File: config.mk
export PLATFORM = sky130hd
export DESIGN_NAME = tile_array_top
export DESIGN_NICKNAME = d
export VERILOG_FILES = /design/src/tile_array_pkg.sv /design/src/line_accumulator.sv /design/src/tile_dram_ctrl.sv /design/src/tile_accum_unit.sv /design/src/block_looper.sv /design/src/tile_array_top.sv
export SDC_FILE = /design/constraint.sdc
export NUM_CORES = 2
export LEC_CHECK = 0
export ABC_CLOCK_PERIOD_IN_PS = 6100
export BUFFER_PORTS_ARGS = -buffer_cell sky130_fd_sc_hd__buf_2
export CAP_MARGIN = 20
export CELL_PAD_IN_SITES_DETAIL_PLACEMENT = 0
export CELL_PAD_IN_SITES_GLOBAL_PLACEMENT = 2
export CORE_ASPECT_RATIO = 0.75
export CORE_MARGIN = 5
export CORE_UTILIZATION = 33
export DETAILED_ROUTE_END_ITERATION = 12
export PLACE_DENSITY = 0.84
export SYNTH_ARGS = -nofsm -noshare
export SYNTH_HDL_FRONTEND = slang
export SYNTH_SLANG_ARGS = --single-unit
File: constraint.sdc
create_clock -name i_clk -period 6.1 [get_ports i_clk]
set_input_delay 0.61 -clock i_clk [delete_from_list [all_inputs] [get_ports i_clk]]
set_output_delay 0.61 -clock i_clk [all_outputs]
set_load 0.01 [all_outputs]
File: src/tile_array_pkg.sv
/*
  sizes, widths and shared types of the tile accumulator array
  grid steps are assumed nonzero, a zero step never ends the walk
  address arithmetic wraps at GBW bits, data sums wrap at DBW bits
*/
package tile_array_pkg;

	// ========================================================================
	// sizes
	// ========================================================================
	localparam int VDIM = 2;   // grid dimensions
	localparam int N_TAU = 2;  // tile units
	localparam int CSIZE = 4;  // words per cache line

	// ========================================================================
	// widths
	// ========================================================================
	localparam int WBW = 8;    // grid coordinate
	localparam int GBW = 16;   // dram word address
	localparam int DBW = 16;   // data word
	localparam int TAU_BW = (N_TAU > 1) ? $clog2(N_TAU) : 1;
	localparam int BCNT_BW = 16;  // outstanding block counter

	// ========================================================================
	// types
	// ========================================================================
	typedef logic [WBW-1:0] coord_t;
	typedef coord_t [VDIM-1:0] bofs_t;       // block offset, [0] is the fast axis
	typedef logic [GBW-1:0] gaddr_t;
	typedef logic [CSIZE-1:0][DBW-1:0] line_t;
	typedef logic [CSIZE-1:0] mask_t;        // one bit per word

endpackage

File: src/line_accumulator.sv
/*
  CSIZE-word accumulator, each word wraps at DBW bits
  clear together with add loads the new line alone
*/
`timescale 1ns/1ps

module line_accumulator
	import tile_array_pkg::*;
(
	input  logic  i_clk,
	input  logic  i_arst_n,
	input  logic  i_clear,
	input  logic  i_add,
	input  line_t i_line,
	output line_t o_sum
);

line_t sum;

assign o_sum = sum;

always_ff @(posedge i_clk or negedge i_arst_n) begin
	if (!i_arst_n) begin
		sum <= '0;
	end else begin
		for (int k = 0; k < CSIZE; k++) begin
			if (i_clear) begin
				sum[k] <= i_add ? i_line[k] : '0;
			end else if (i_add) begin
				sum[k] <= sum[k] + i_line[k];  // wraps at DBW
			end
		end
	end
end

endmodule

File: src/tile_dram_ctrl.sv
/*
  per-unit dram sequencer, one read outstanding at a time
  the read line is taken in the same cycle as the read-data ack
  an empty accumulation range still writes one line, all zero
  i_agrid_step is assumed nonzero when the range is not empty
*/
`timescale 1ns/1ps

module tile_dram_ctrl
	import tile_array_pkg::*;
(
	input  logic   i_clk,
	input  logic   i_arst_n,
	input  logic   i_start,
	input  gaddr_t i_read_base,
	input  coord_t i_agrid_step,
	input  coord_t i_agrid_end,
	input  logic   i_dramra_ack,
	input  logic   i_dramrd_rdy,
	input  logic   i_dramw_ack,
	output logic   o_idle,
	output logic   o_dramra_rdy,
	output gaddr_t o_dramra,
	output logic   o_dramrd_ack,
	output logic   o_acc_clear,
	output logic   o_acc_add,
	output logic   o_dramw_rdy,
	output logic   o_done
);

typedef enum logic [2:0] {
	S_IDLE,
	S_RA,    // read address
	S_RD,    // read data
	S_NEXT,  // step the accumulation index
	S_WR,
	S_DONE
} state_t;

state_t       state;
state_t       state_nxt;
coord_t       aidx;      // accumulation index
logic [WBW:0] aidx_nxt;  // one extra bit so the end compare never wraps
logic         last;

assign aidx_nxt = {1'b0, aidx} + {1'b0, i_agrid_step};
assign last     = aidx_nxt >= {1'b0, i_agrid_end};

// ============================================================================
// next state
// ============================================================================
always_comb begin
	state_nxt = state;
	case (state)
		S_IDLE: begin
			if (i_start) begin
				state_nxt = (i_agrid_end == '0) ? S_WR : S_RA;
			end
		end
		S_RA: begin
			if (i_dramra_ack) state_nxt = S_RD;
		end
		S_RD: begin
			if (i_dramrd_rdy) state_nxt = S_NEXT;
		end
		S_NEXT: begin
			state_nxt = last ? S_WR : S_RA;
		end
		S_WR: begin
			if (i_dramw_ack) state_nxt = S_DONE;
		end
		S_DONE: begin
			state_nxt = S_IDLE;
		end
		default: begin
			state_nxt = S_IDLE;
		end
	endcase
end

always_ff @(posedge i_clk or negedge i_arst_n) begin
	if (!i_arst_n) begin
		state <= S_IDLE;
		aidx  <= '0;
	end else begin
		state <= state_nxt;
		if (state == S_IDLE && i_start) begin
			aidx <= '0;
		end else if (state == S_NEXT && !last) begin
			aidx <= aidx_nxt[WBW-1:0];
		end
	end
end

// ============================================================================
// outputs
// ============================================================================
assign o_idle       = state == S_IDLE;
assign o_dramra_rdy = state == S_RA;
assign o_dramra     = i_read_base + GBW'(aidx);
assign o_dramrd_ack = (state == S_RD) && i_dramrd_rdy;
assign o_acc_add    = o_dramrd_ack;                  // sum the line as it lands
assign o_acc_clear  = (state == S_IDLE) && i_start;  // fresh sum per block
assign o_dramw_rdy  = state == S_WR;
assign o_done       = state == S_DONE;               // blkdone, one cycle

endmodule

File: src/tile_accum_unit.sv
/*
  one tile unit, takes a block offset while idle and runs it to blkdone
  offset is captured on the bofs transfer and held for the whole block
*/
`timescale 1ns/1ps

module tile_accum_unit
	import tile_array_pkg::*;
(
	input  logic   i_clk,
	input  logic   i_arst_n,
	input  logic   i_bofs_rdy,
	input  bofs_t  i_bofs,
	input  coord_t i_agrid_step,
	input  coord_t i_agrid_end,
	input  coord_t i_bboundary,
	input  gaddr_t i_i0_linear,
	input  gaddr_t i_i0_pitch,
	input  gaddr_t i_o_linear,
	input  gaddr_t i_o_pitch,
	input  logic   i_dramra_ack,
	input  logic   i_dramrd_rdy,
	input  line_t  i_dramrd,
	input  logic   i_dramw_ack,
	output logic   o_bofs_ack,
	output logic   o_blkdone,
	output logic   o_dramra_rdy,
	output gaddr_t o_dramra,
	output logic   o_dramrd_ack,
	output logic   o_dramw_rdy,
	output gaddr_t o_dramwa,
	output line_t  o_dramwd,
	output mask_t  o_dramw_mask
);

bofs_t  bofs_r;
logic   idle;
logic   start;
logic   acc_clear;
logic   acc_add;
gaddr_t read_base;

assign o_bofs_ack = idle;
assign start = i_bofs_rdy && idle;

always_ff @(posedge i_clk) begin
	if (start) bofs_r <= i_bofs;
end

assign read_base = i_i0_linear + GBW'(bofs_r[1]) * i_i0_pitch + GBW'(bofs_r[0]);
assign o_dramwa  = i_o_linear + GBW'(bofs_r[1]) * i_o_pitch + GBW'(bofs_r[0]);

// words past the dim 0 boundary are not written
always_comb begin
	for (int k = 0; k < CSIZE; k++) begin
		o_dramw_mask[k] = ({1'b0, bofs_r[0]} + (WBW+1)'(k)) < {1'b0, i_bboundary};
	end
end

tile_dram_ctrl u_ctrl (
	.i_clk        (i_clk),
	.i_arst_n     (i_arst_n),
	.i_start      (start),
	.i_read_base  (read_base),
	.i_agrid_step (i_agrid_step),
	.i_agrid_end  (i_agrid_end),
	.i_dramra_ack (i_dramra_ack),
	.i_dramrd_rdy (i_dramrd_rdy),
	.i_dramw_ack  (i_dramw_ack),
	.o_idle       (idle),
	.o_dramra_rdy (o_dramra_rdy),
	.o_dramra     (o_dramra),
	.o_dramrd_ack (o_dramrd_ack),
	.o_acc_clear  (acc_clear),
	.o_acc_add    (acc_add),
	.o_dramw_rdy  (o_dramw_rdy),
	.o_done       (o_blkdone)
);

line_accumulator u_acc (
	.i_clk    (i_clk),
	.i_arst_n (i_arst_n),
	.i_clear  (acc_clear),
	.i_add    (acc_add),
	.i_line   (i_dramrd),
	.o_sum    (o_dramwd)
);

endmodule

File: src/block_looper.sv
/*
  walks the block grid with dim 0 fastest and hands offsets to idle units
  the lowest idle unit gets the next offset, units must ack while idle
  src ack is a one-cycle pulse once every handed-out block has finished
*/
`timescale 1ns/1ps

module block_looper
	import tile_array_pkg::*;
(
	input  logic             i_clk,
	input  logic             i_arst_n,
	input  logic             i_src_rdy,
	input  bofs_t            i_bgrid_step,
	input  bofs_t            i_bgrid_end,
	input  logic [N_TAU-1:0] i_bofs_acks,
	input  logic [N_TAU-1:0] i_blkdones,
	output logic             o_src_ack,
	output logic [N_TAU-1:0] o_bofs_rdys,
	output bofs_t            o_bofs
);

logic               active;     // run in progress
logic               grid_done;  // every offset handed out
bofs_t              cnt;
bofs_t              cnt_nxt;
logic               wrap;
logic [WBW:0]       c_sum;
logic               empty;
logic [N_TAU-1:0]   busy;
logic [N_TAU-1:0]   xfers;
logic               xfer;
logic [BCNT_BW-1:0] pending;
logic [BCNT_BW-1:0] pending_nxt;
logic [TAU_BW:0]    n_done;
logic [TAU_BW-1:0]  sel;
logic               sel_ok;
logic               start;
logic               fin;

// ============================================================================
// unit selection and handshake
// ============================================================================
always_comb begin
	sel = '0;
	sel_ok = 1'b0;
	for (int k = N_TAU-1; k >= 0; k--) begin  // descending, lowest free wins
		if (!busy[k]) begin
			sel = TAU_BW'(k);
			sel_ok = 1'b1;
		end
	end
end

always_comb begin
	for (int k = 0; k < N_TAU; k++) begin
		o_bofs_rdys[k] = active && !grid_done && sel_ok && (sel == TAU_BW'(k));
	end
end

assign o_bofs = cnt;
assign xfers  = o_bofs_rdys & i_bofs_acks;
assign xfer   = |xfers;

// ============================================================================
// grid counter, carry from dim 0 upward
// ============================================================================
always_comb begin
	cnt_nxt = cnt;
	wrap = 1'b1;
	c_sum = '0;
	for (int d = 0; d < VDIM; d++) begin
		if (wrap) begin
			c_sum = {1'b0, cnt[d]} + {1'b0, i_bgrid_step[d]};
			if (c_sum < {1'b0, i_bgrid_end[d]}) begin
				cnt_nxt[d] = c_sum[WBW-1:0];
				wrap = 1'b0;
			end else begin
				cnt_nxt[d] = '0;
			end
		end
	end
end

always_comb begin
	empty = 1'b0;
	for (int d = 0; d < VDIM; d++) begin
		if (i_bgrid_end[d] == '0) empty = 1'b1;
	end
end

// completion bookkeeping
always_comb begin
	n_done = '0;
	for (int k = 0; k < N_TAU; k++) begin
		n_done = n_done + (TAU_BW+1)'(i_blkdones[k]);
	end
end

assign pending_nxt = pending + BCNT_BW'(xfer) - BCNT_BW'(n_done);
assign start = i_src_rdy && !active && !o_src_ack;  // no restart in the ack cycle
assign fin = active && grid_done && (pending_nxt == '0);

always_ff @(posedge i_clk or negedge i_arst_n) begin
	if (!i_arst_n) begin
		active    <= 1'b0;
		grid_done <= 1'b0;
		cnt       <= '0;
		busy      <= '0;
		pending   <= '0;
		o_src_ack <= 1'b0;
	end else begin
		o_src_ack <= fin;
		busy      <= (busy & ~i_blkdones) | xfers;
		pending   <= pending_nxt;
		if (start) begin
			active    <= 1'b1;
			cnt       <= '0;
			grid_done <= empty;
		end else if (fin) begin
			active <= 1'b0;
		end else if (xfer) begin
			cnt <= cnt_nxt;
			if (wrap) grid_done <= 1'b1;
		end
	end
end

endmodule

File: src/tile_array_top.sv
/*
  block-parallel tile accumulator, one looper feeding N_TAU units
  each unit owns its dram read-address, read-data and write ports
  run configuration must stay stable while i_src_rdy is high
*/
`timescale 1ns/1ps

module tile_array_top
	import tile_array_pkg::*;
(
	input  logic             i_clk,
	input  logic             i_arst_n,
	input  logic             i_src_rdy,
	output logic             o_src_ack,
	input  bofs_t            i_bgrid_step,   // block shape
	input  bofs_t            i_bgrid_end,    // block shape times block count
	input  coord_t           i_agrid_step,
	input  coord_t           i_agrid_end,
	input  coord_t           i_bboundary,    // dim 0 limit for the write mask
	input  gaddr_t           i_i0_linear,
	input  gaddr_t           i_i0_pitch,
	input  gaddr_t           i_o_linear,
	input  gaddr_t           i_o_pitch,
	output logic [N_TAU-1:0] o_dramra_rdy,
	input  logic [N_TAU-1:0] i_dramra_ack,
	output gaddr_t           o_dramras [N_TAU],
	input  logic [N_TAU-1:0] i_dramrd_rdy,
	output logic [N_TAU-1:0] o_dramrd_ack,
	input  line_t            i_dramrds [N_TAU],
	output logic [N_TAU-1:0] o_dramw_rdy,
	input  logic [N_TAU-1:0] i_dramw_ack,
	output gaddr_t           o_dramwas [N_TAU],
	output line_t            o_dramwds [N_TAU],
	output mask_t            o_dramw_masks [N_TAU]
);

logic [N_TAU-1:0] blk_tau_bofs_rdys;
logic [N_TAU-1:0] blk_tau_bofs_acks;
bofs_t            blk_tau_bofs;      // shared by all units, rdy picks the taker
logic [N_TAU-1:0] tau_blk_dones;

block_looper u_pbl (
	.i_clk        (i_clk),
	.i_arst_n     (i_arst_n),
	.i_src_rdy    (i_src_rdy),
	.i_bgrid_step (i_bgrid_step),
	.i_bgrid_end  (i_bgrid_end),
	.i_bofs_acks  (blk_tau_bofs_acks),
	.i_blkdones   (tau_blk_dones),
	.o_src_ack    (o_src_ack),
	.o_bofs_rdys  (blk_tau_bofs_rdys),
	.o_bofs       (blk_tau_bofs)
);

genvar i;
generate
	for (i = 0; i < N_TAU; i++) begin : g_tau
		tile_accum_unit u_tau (
			.i_clk        (i_clk),
			.i_arst_n     (i_arst_n),
			.i_bofs_rdy   (blk_tau_bofs_rdys[i]),
			.i_bofs       (blk_tau_bofs),
			.i_agrid_step (i_agrid_step),
			.i_agrid_end  (i_agrid_end),
			.i_bboundary  (i_bboundary),
			.i_i0_linear  (i_i0_linear),
			.i_i0_pitch   (i_i0_pitch),
			.i_o_linear   (i_o_linear),
			.i_o_pitch    (i_o_pitch),
			.i_dramra_ack (i_dramra_ack[i]),
			.i_dramrd_rdy (i_dramrd_rdy[i]),
			.i_dramrd     (i_dramrds[i]),
			.i_dramw_ack  (i_dramw_ack[i]),
			.o_bofs_ack   (blk_tau_bofs_acks[i]),
			.o_blkdone    (tau_blk_dones[i]),
			.o_dramra_rdy (o_dramra_rdy[i]),
			.o_dramra     (o_dramras[i]),
			.o_dramrd_ack (o_dramrd_ack[i]),
			.o_dramw_rdy  (o_dramw_rdy[i]),
			.o_dramwa     (o_dramwas[i]),
			.o_dramwd     (o_dramwds[i]),
			.o_dramw_mask (o_dramw_masks[i])
		);
	end
endgenerate

endmodule

==> flow_summary.yaml <==
timing:
  worstMarginPinSlew_ps: 961
  hold_viol_final: 0
  skew_ps: 23.5
  rsz0062_at_grt: "true"
  setup-violations-final: 18
  setup_tns_ps: -2840
  slew_viol_final: 0
  max_clock_freq_ghz: 0.156
  fin_crit_ps: 6400
  whs_ps: 49.0
  setup_slack_after_layout_ps: -300
  fin_crit_sh: 1.05
  slew_headroom: 0.359
synthesis:
  ys_seq_elements: 219
  post_synthesis_simple_gate_area_fraction: 0.146
  dominant_combinational_cell_family_by_area_after_synthesis: "adder cells"
  syn_nets: 4512
  synth_compound_gate_area_share: 0.128
  synth-warning-count: 0
  muxShareOfSynthArea: 0.00781
  dominantRegCellSynth: "dfrtp_1"
  synth_area_sq_mm: 0.0314
  yosys.cell_types.count: 63
  ys_seq_area_frac: 0.180
  post_synth_xor_area_fraction: 0.0784
  synth_enable_flop_cells: 32
  syn_inst: 3499
  synthesis.area_per_instance_sq_um: 8.97
  async_reset_ff_frac: 0.854
  synthAdderAreaFrac: 0.385
routing:
  final_antenna_net_count: 0
  route.vias.total: 25900
  detail_route.wirelength_microns: 103000
  firstDrtPassIters: 5
  first_iter_violations: 1440
  route.detailed.wl_per_inst_microns: 19.3
  drt-vias-per-instance: 4.85
  detail_route.drc_violations: 0
critical_path:
  timing.critical_path.required_ps: 5490
  reg2regPathDepth: 16
  cp-end-kind: "output port"
  critPathSlowestCell: "fa_2"
  worstSetupStartpointType: "register"
  path_common_cell: "fa_1"
  r2r_end: "u_pbl.active$_DFFE_PN0P_"
  reg2reg_setup_slack_ps: 1520
  worstReg2RegStart: "u_pbl.grid_done$_DFFE_PN0P_"
  critPathKind: "reg2out"
  critPathMaxFanout: 4
  timing.critical_path.cells: "buf_6 -> buf_12 -> and2_4 -> fa_1 -> ha_2 -> inv_2 -> fa_1 -> fa_2 -> inv_2 -> fa_1 -> ha_1 -> a21o_1 -> a21oi_2 -> o21ai_2 -> a21oi_2 -> o21bai_2 -> a41o_1 -> o41ai_2 -> buf_4 -> o21ai_2 -> xnor2_1 -> buf_2"
  critical_path_arrival_ps: 5790
  max_stage_delay_ps: 550
global_routing:
  first_global_vias: 26300
  gr-total-overflow: 0
  grt_util_all_layers: 0.201
  grt_first_pass_wirelength_microns: 160000
  maximum_number_of_pins_on_one_net_before_global_route_repair: 100
  grt_antenna_before_repair: 26
outcome:
  outcome: "complete, but fails checks"
  failed_checks: "setup timing"
floorplan:
  floorplan.core_area_sq_mm: 0.0948
  dieWidth_microns: 366
  io_pins: 464
  placement_rows: 98
  dieArea_sq_mm: 0.101
  floorplan.initialDensity: 0.331
  die_height_microns: 277
clock_tree:
  root_buffer: "clkbuf_16"
  worst_setup_hold_path_clk_slew_ps: 60
  hold_buffers: 0
  cts_made_buffers: 27
  clock_tree.htree_level_count: 1
  clkSinkCount: 219
  cts_tree: "yes"
  ctsLongestPathBuffers: 3
  clk_latency_ps: 580
hold_path:
  kind_of_path_behind_the_tightest_hold_check: "in2async"
placement:
  gpl_congestion: 0.857
  detailedPlacementHpwl_microns: 83800
  place.port_buffers: 463
layout:
  nNetsFinal: 5070
  top_library_cells_by_usage_in_the_layout_fill_and_taps_aside: "inv_1, buf_2, ha_1"
  nFillCells: 9599
  final_util: 0.403
  area.growth.synth_to_final_pct: 21.7
  post_route_cells_drive_above_1_share: 0.209
  final_common_cell: "inv_1"
flow_run:
  max_cap_check_violation_count: 0
[how the worst max path moves through the flow]
stage / start / endpoint / slack [ps] / cells after the start
after detailed placement: i_o_pitch[5] / o_dramwas[15] / -190 / 21
after floorplan: i_o_pitch[6] / o_dramwas[30] / 100 / 20
after CTS: g_tau[1].u_tau.bofs_r[11]$_DFFE_PP_ / o_dramwas[15] / -340 / 20
after global placement: i_o_pitch[5] / o_dramwas[15] / -190 / 22
after global routing: g_tau[0].u_tau.bofs_r[8]$_DFFE_PP_ / o_dramras[31] / -570 / 22
final: g_tau[0].u_tau.bofs_r[8]$_DFFE_PP_ / o_dramras[31] / -300 / 22
[sequential cells by signal, indices dropped and copies added, names as in the netlist]
| name | cells |
|---|---|
| u_pbl.grid_done | 1 |
| u_pbl.busy | 2 |
| u_pbl.o_bofs | 16 |
| u_pbl.o_src_ack | 1 |
| u_pbl.active | 1 |
| g_tau.u_tau.u_acc.o_sum | 128 |
| u_pbl.pending | 16 |
| g_tau.u_tau.u_ctrl.state | 6 |
| g_tau.u_tau.bofs_r | 32 |
| g_tau.u_tau.u_ctrl.aidx | 16 |
[repair_timing]
| action | CTS | global route |
|---|---|---|
| setup buffers | 38 | 13 |
| gates cloned | 2 | 0 |
| endpoints found under the setup margin | 26 | 29 |
| gates resized for setup | 135 | 63 |
| pin swaps | 75 | 59 |
[cells by family (layout without fill, tap and decap cells)]
| group | count (synthesis) | in the layout |
|---|---|---|
| and+or+nand+nor | 948 | 948 |
| adders and majority gates | 756 | 756 |
| other | 0 | 6 |
| xor gates and xnor gates | 281 | 281 |
| buffers and inverters | 627 | 1205 |
| muxes | 23 | 23 |
| AOI/OAI and AO/OA | 645 | 645 |
| DFF | 219 | 219 |
[through the flow]
stage	instances	setup WS [ps]	instance area, sq um
after CTS	5317	-340	37900
final	5333	-300	38200
after detailed placement	5231	-189	36000
after global placement	5230	-186	36000
after global routing	5329	-566	38200
after floorplan	3499	97.8	31400
[area by class of cell]
class	count	area [sq um]	area share
Antenna cell	6	15.0	0.000393
Clock buffer	33	739	0.0194
Clock inverter	16	189	0.00495
Inverter	509	1910	0.0500
Multi-Input combinational cell	2653	24100	0.631
Sequential cell	219	5640	0.148
Tap cell	1250	1560	0.0409
Timing Repair Buffer	647	4040	0.106
[worst max-delay path, delay by kind of cell, from the launching register on]
family                   cells  cell delay, ps
adder cells (fa/ha/maj)      6            2480
AO/OA/AOI/OAI                8            1310
buffers and inverters        6             720
flip-flops                   1             440
AND/OR/NAND/NOR              1             130
XOR/XNOR                     1             130
[routing by layer]
layer,GRT usage,up-vias,wire length [microns]
li1,-,12600,-
met1,0.299,12500,50400
met2,0.301,605,42900
met3,0.0520,95,7830
met4,0.0259,16,1500
met5,0,-,109
[cell usage after synthesis, types with 4 or more instances]
library cell,count,area [sq um]
inv_1,507,1900
ha_1,408,5100
nand2_1,380,1430
fa_1,348,6970
and2_1,207,1290
o21ai_0,205,1030
dfrtp_1,187,4680
xnor2_1,175,1530
a21oi_1,161,806
clkbuf_1,106,398
xor2_1,106,928
nor2_1,105,394
nand3_1,99,495
a21o_1,68,510
nor3_1,40,200
edfxtp_1,32,961
nand2b_1,31,194
nor2b_1,31,194
o21bai_1,29,218
o21a_1,27,203
a211oi_1,25,188
o211ai_1,20,150
o31ai_1,20,150
a22o_1,14,123
a31oi_1,14,87.6
mux2_2,12,135
mux2i_1,11,110
nor3b_1,9,67.6
or3_1,9,56.3
nor4_1,8,50.1
a211o_1,7,61.3
a21boi_0,7,52.6
a221oi_1,6,52.6
a41o_1,6,60.1
buf_1,6,22.5
buf_4,6,45.0
o311ai_0,6,52.6
o41ai_1,6,52.6
and3_1,5,31.3
or2_2,5,31.3
a41oi_1,4,35.0
nand4_1,4,25.0
o22ai_1,4,25.0
or4_1,4,30.0
Power is left out: the tool's default activity adds up to more than one toggle a clock period on the data nets, which glitch-free logic cannot reach.
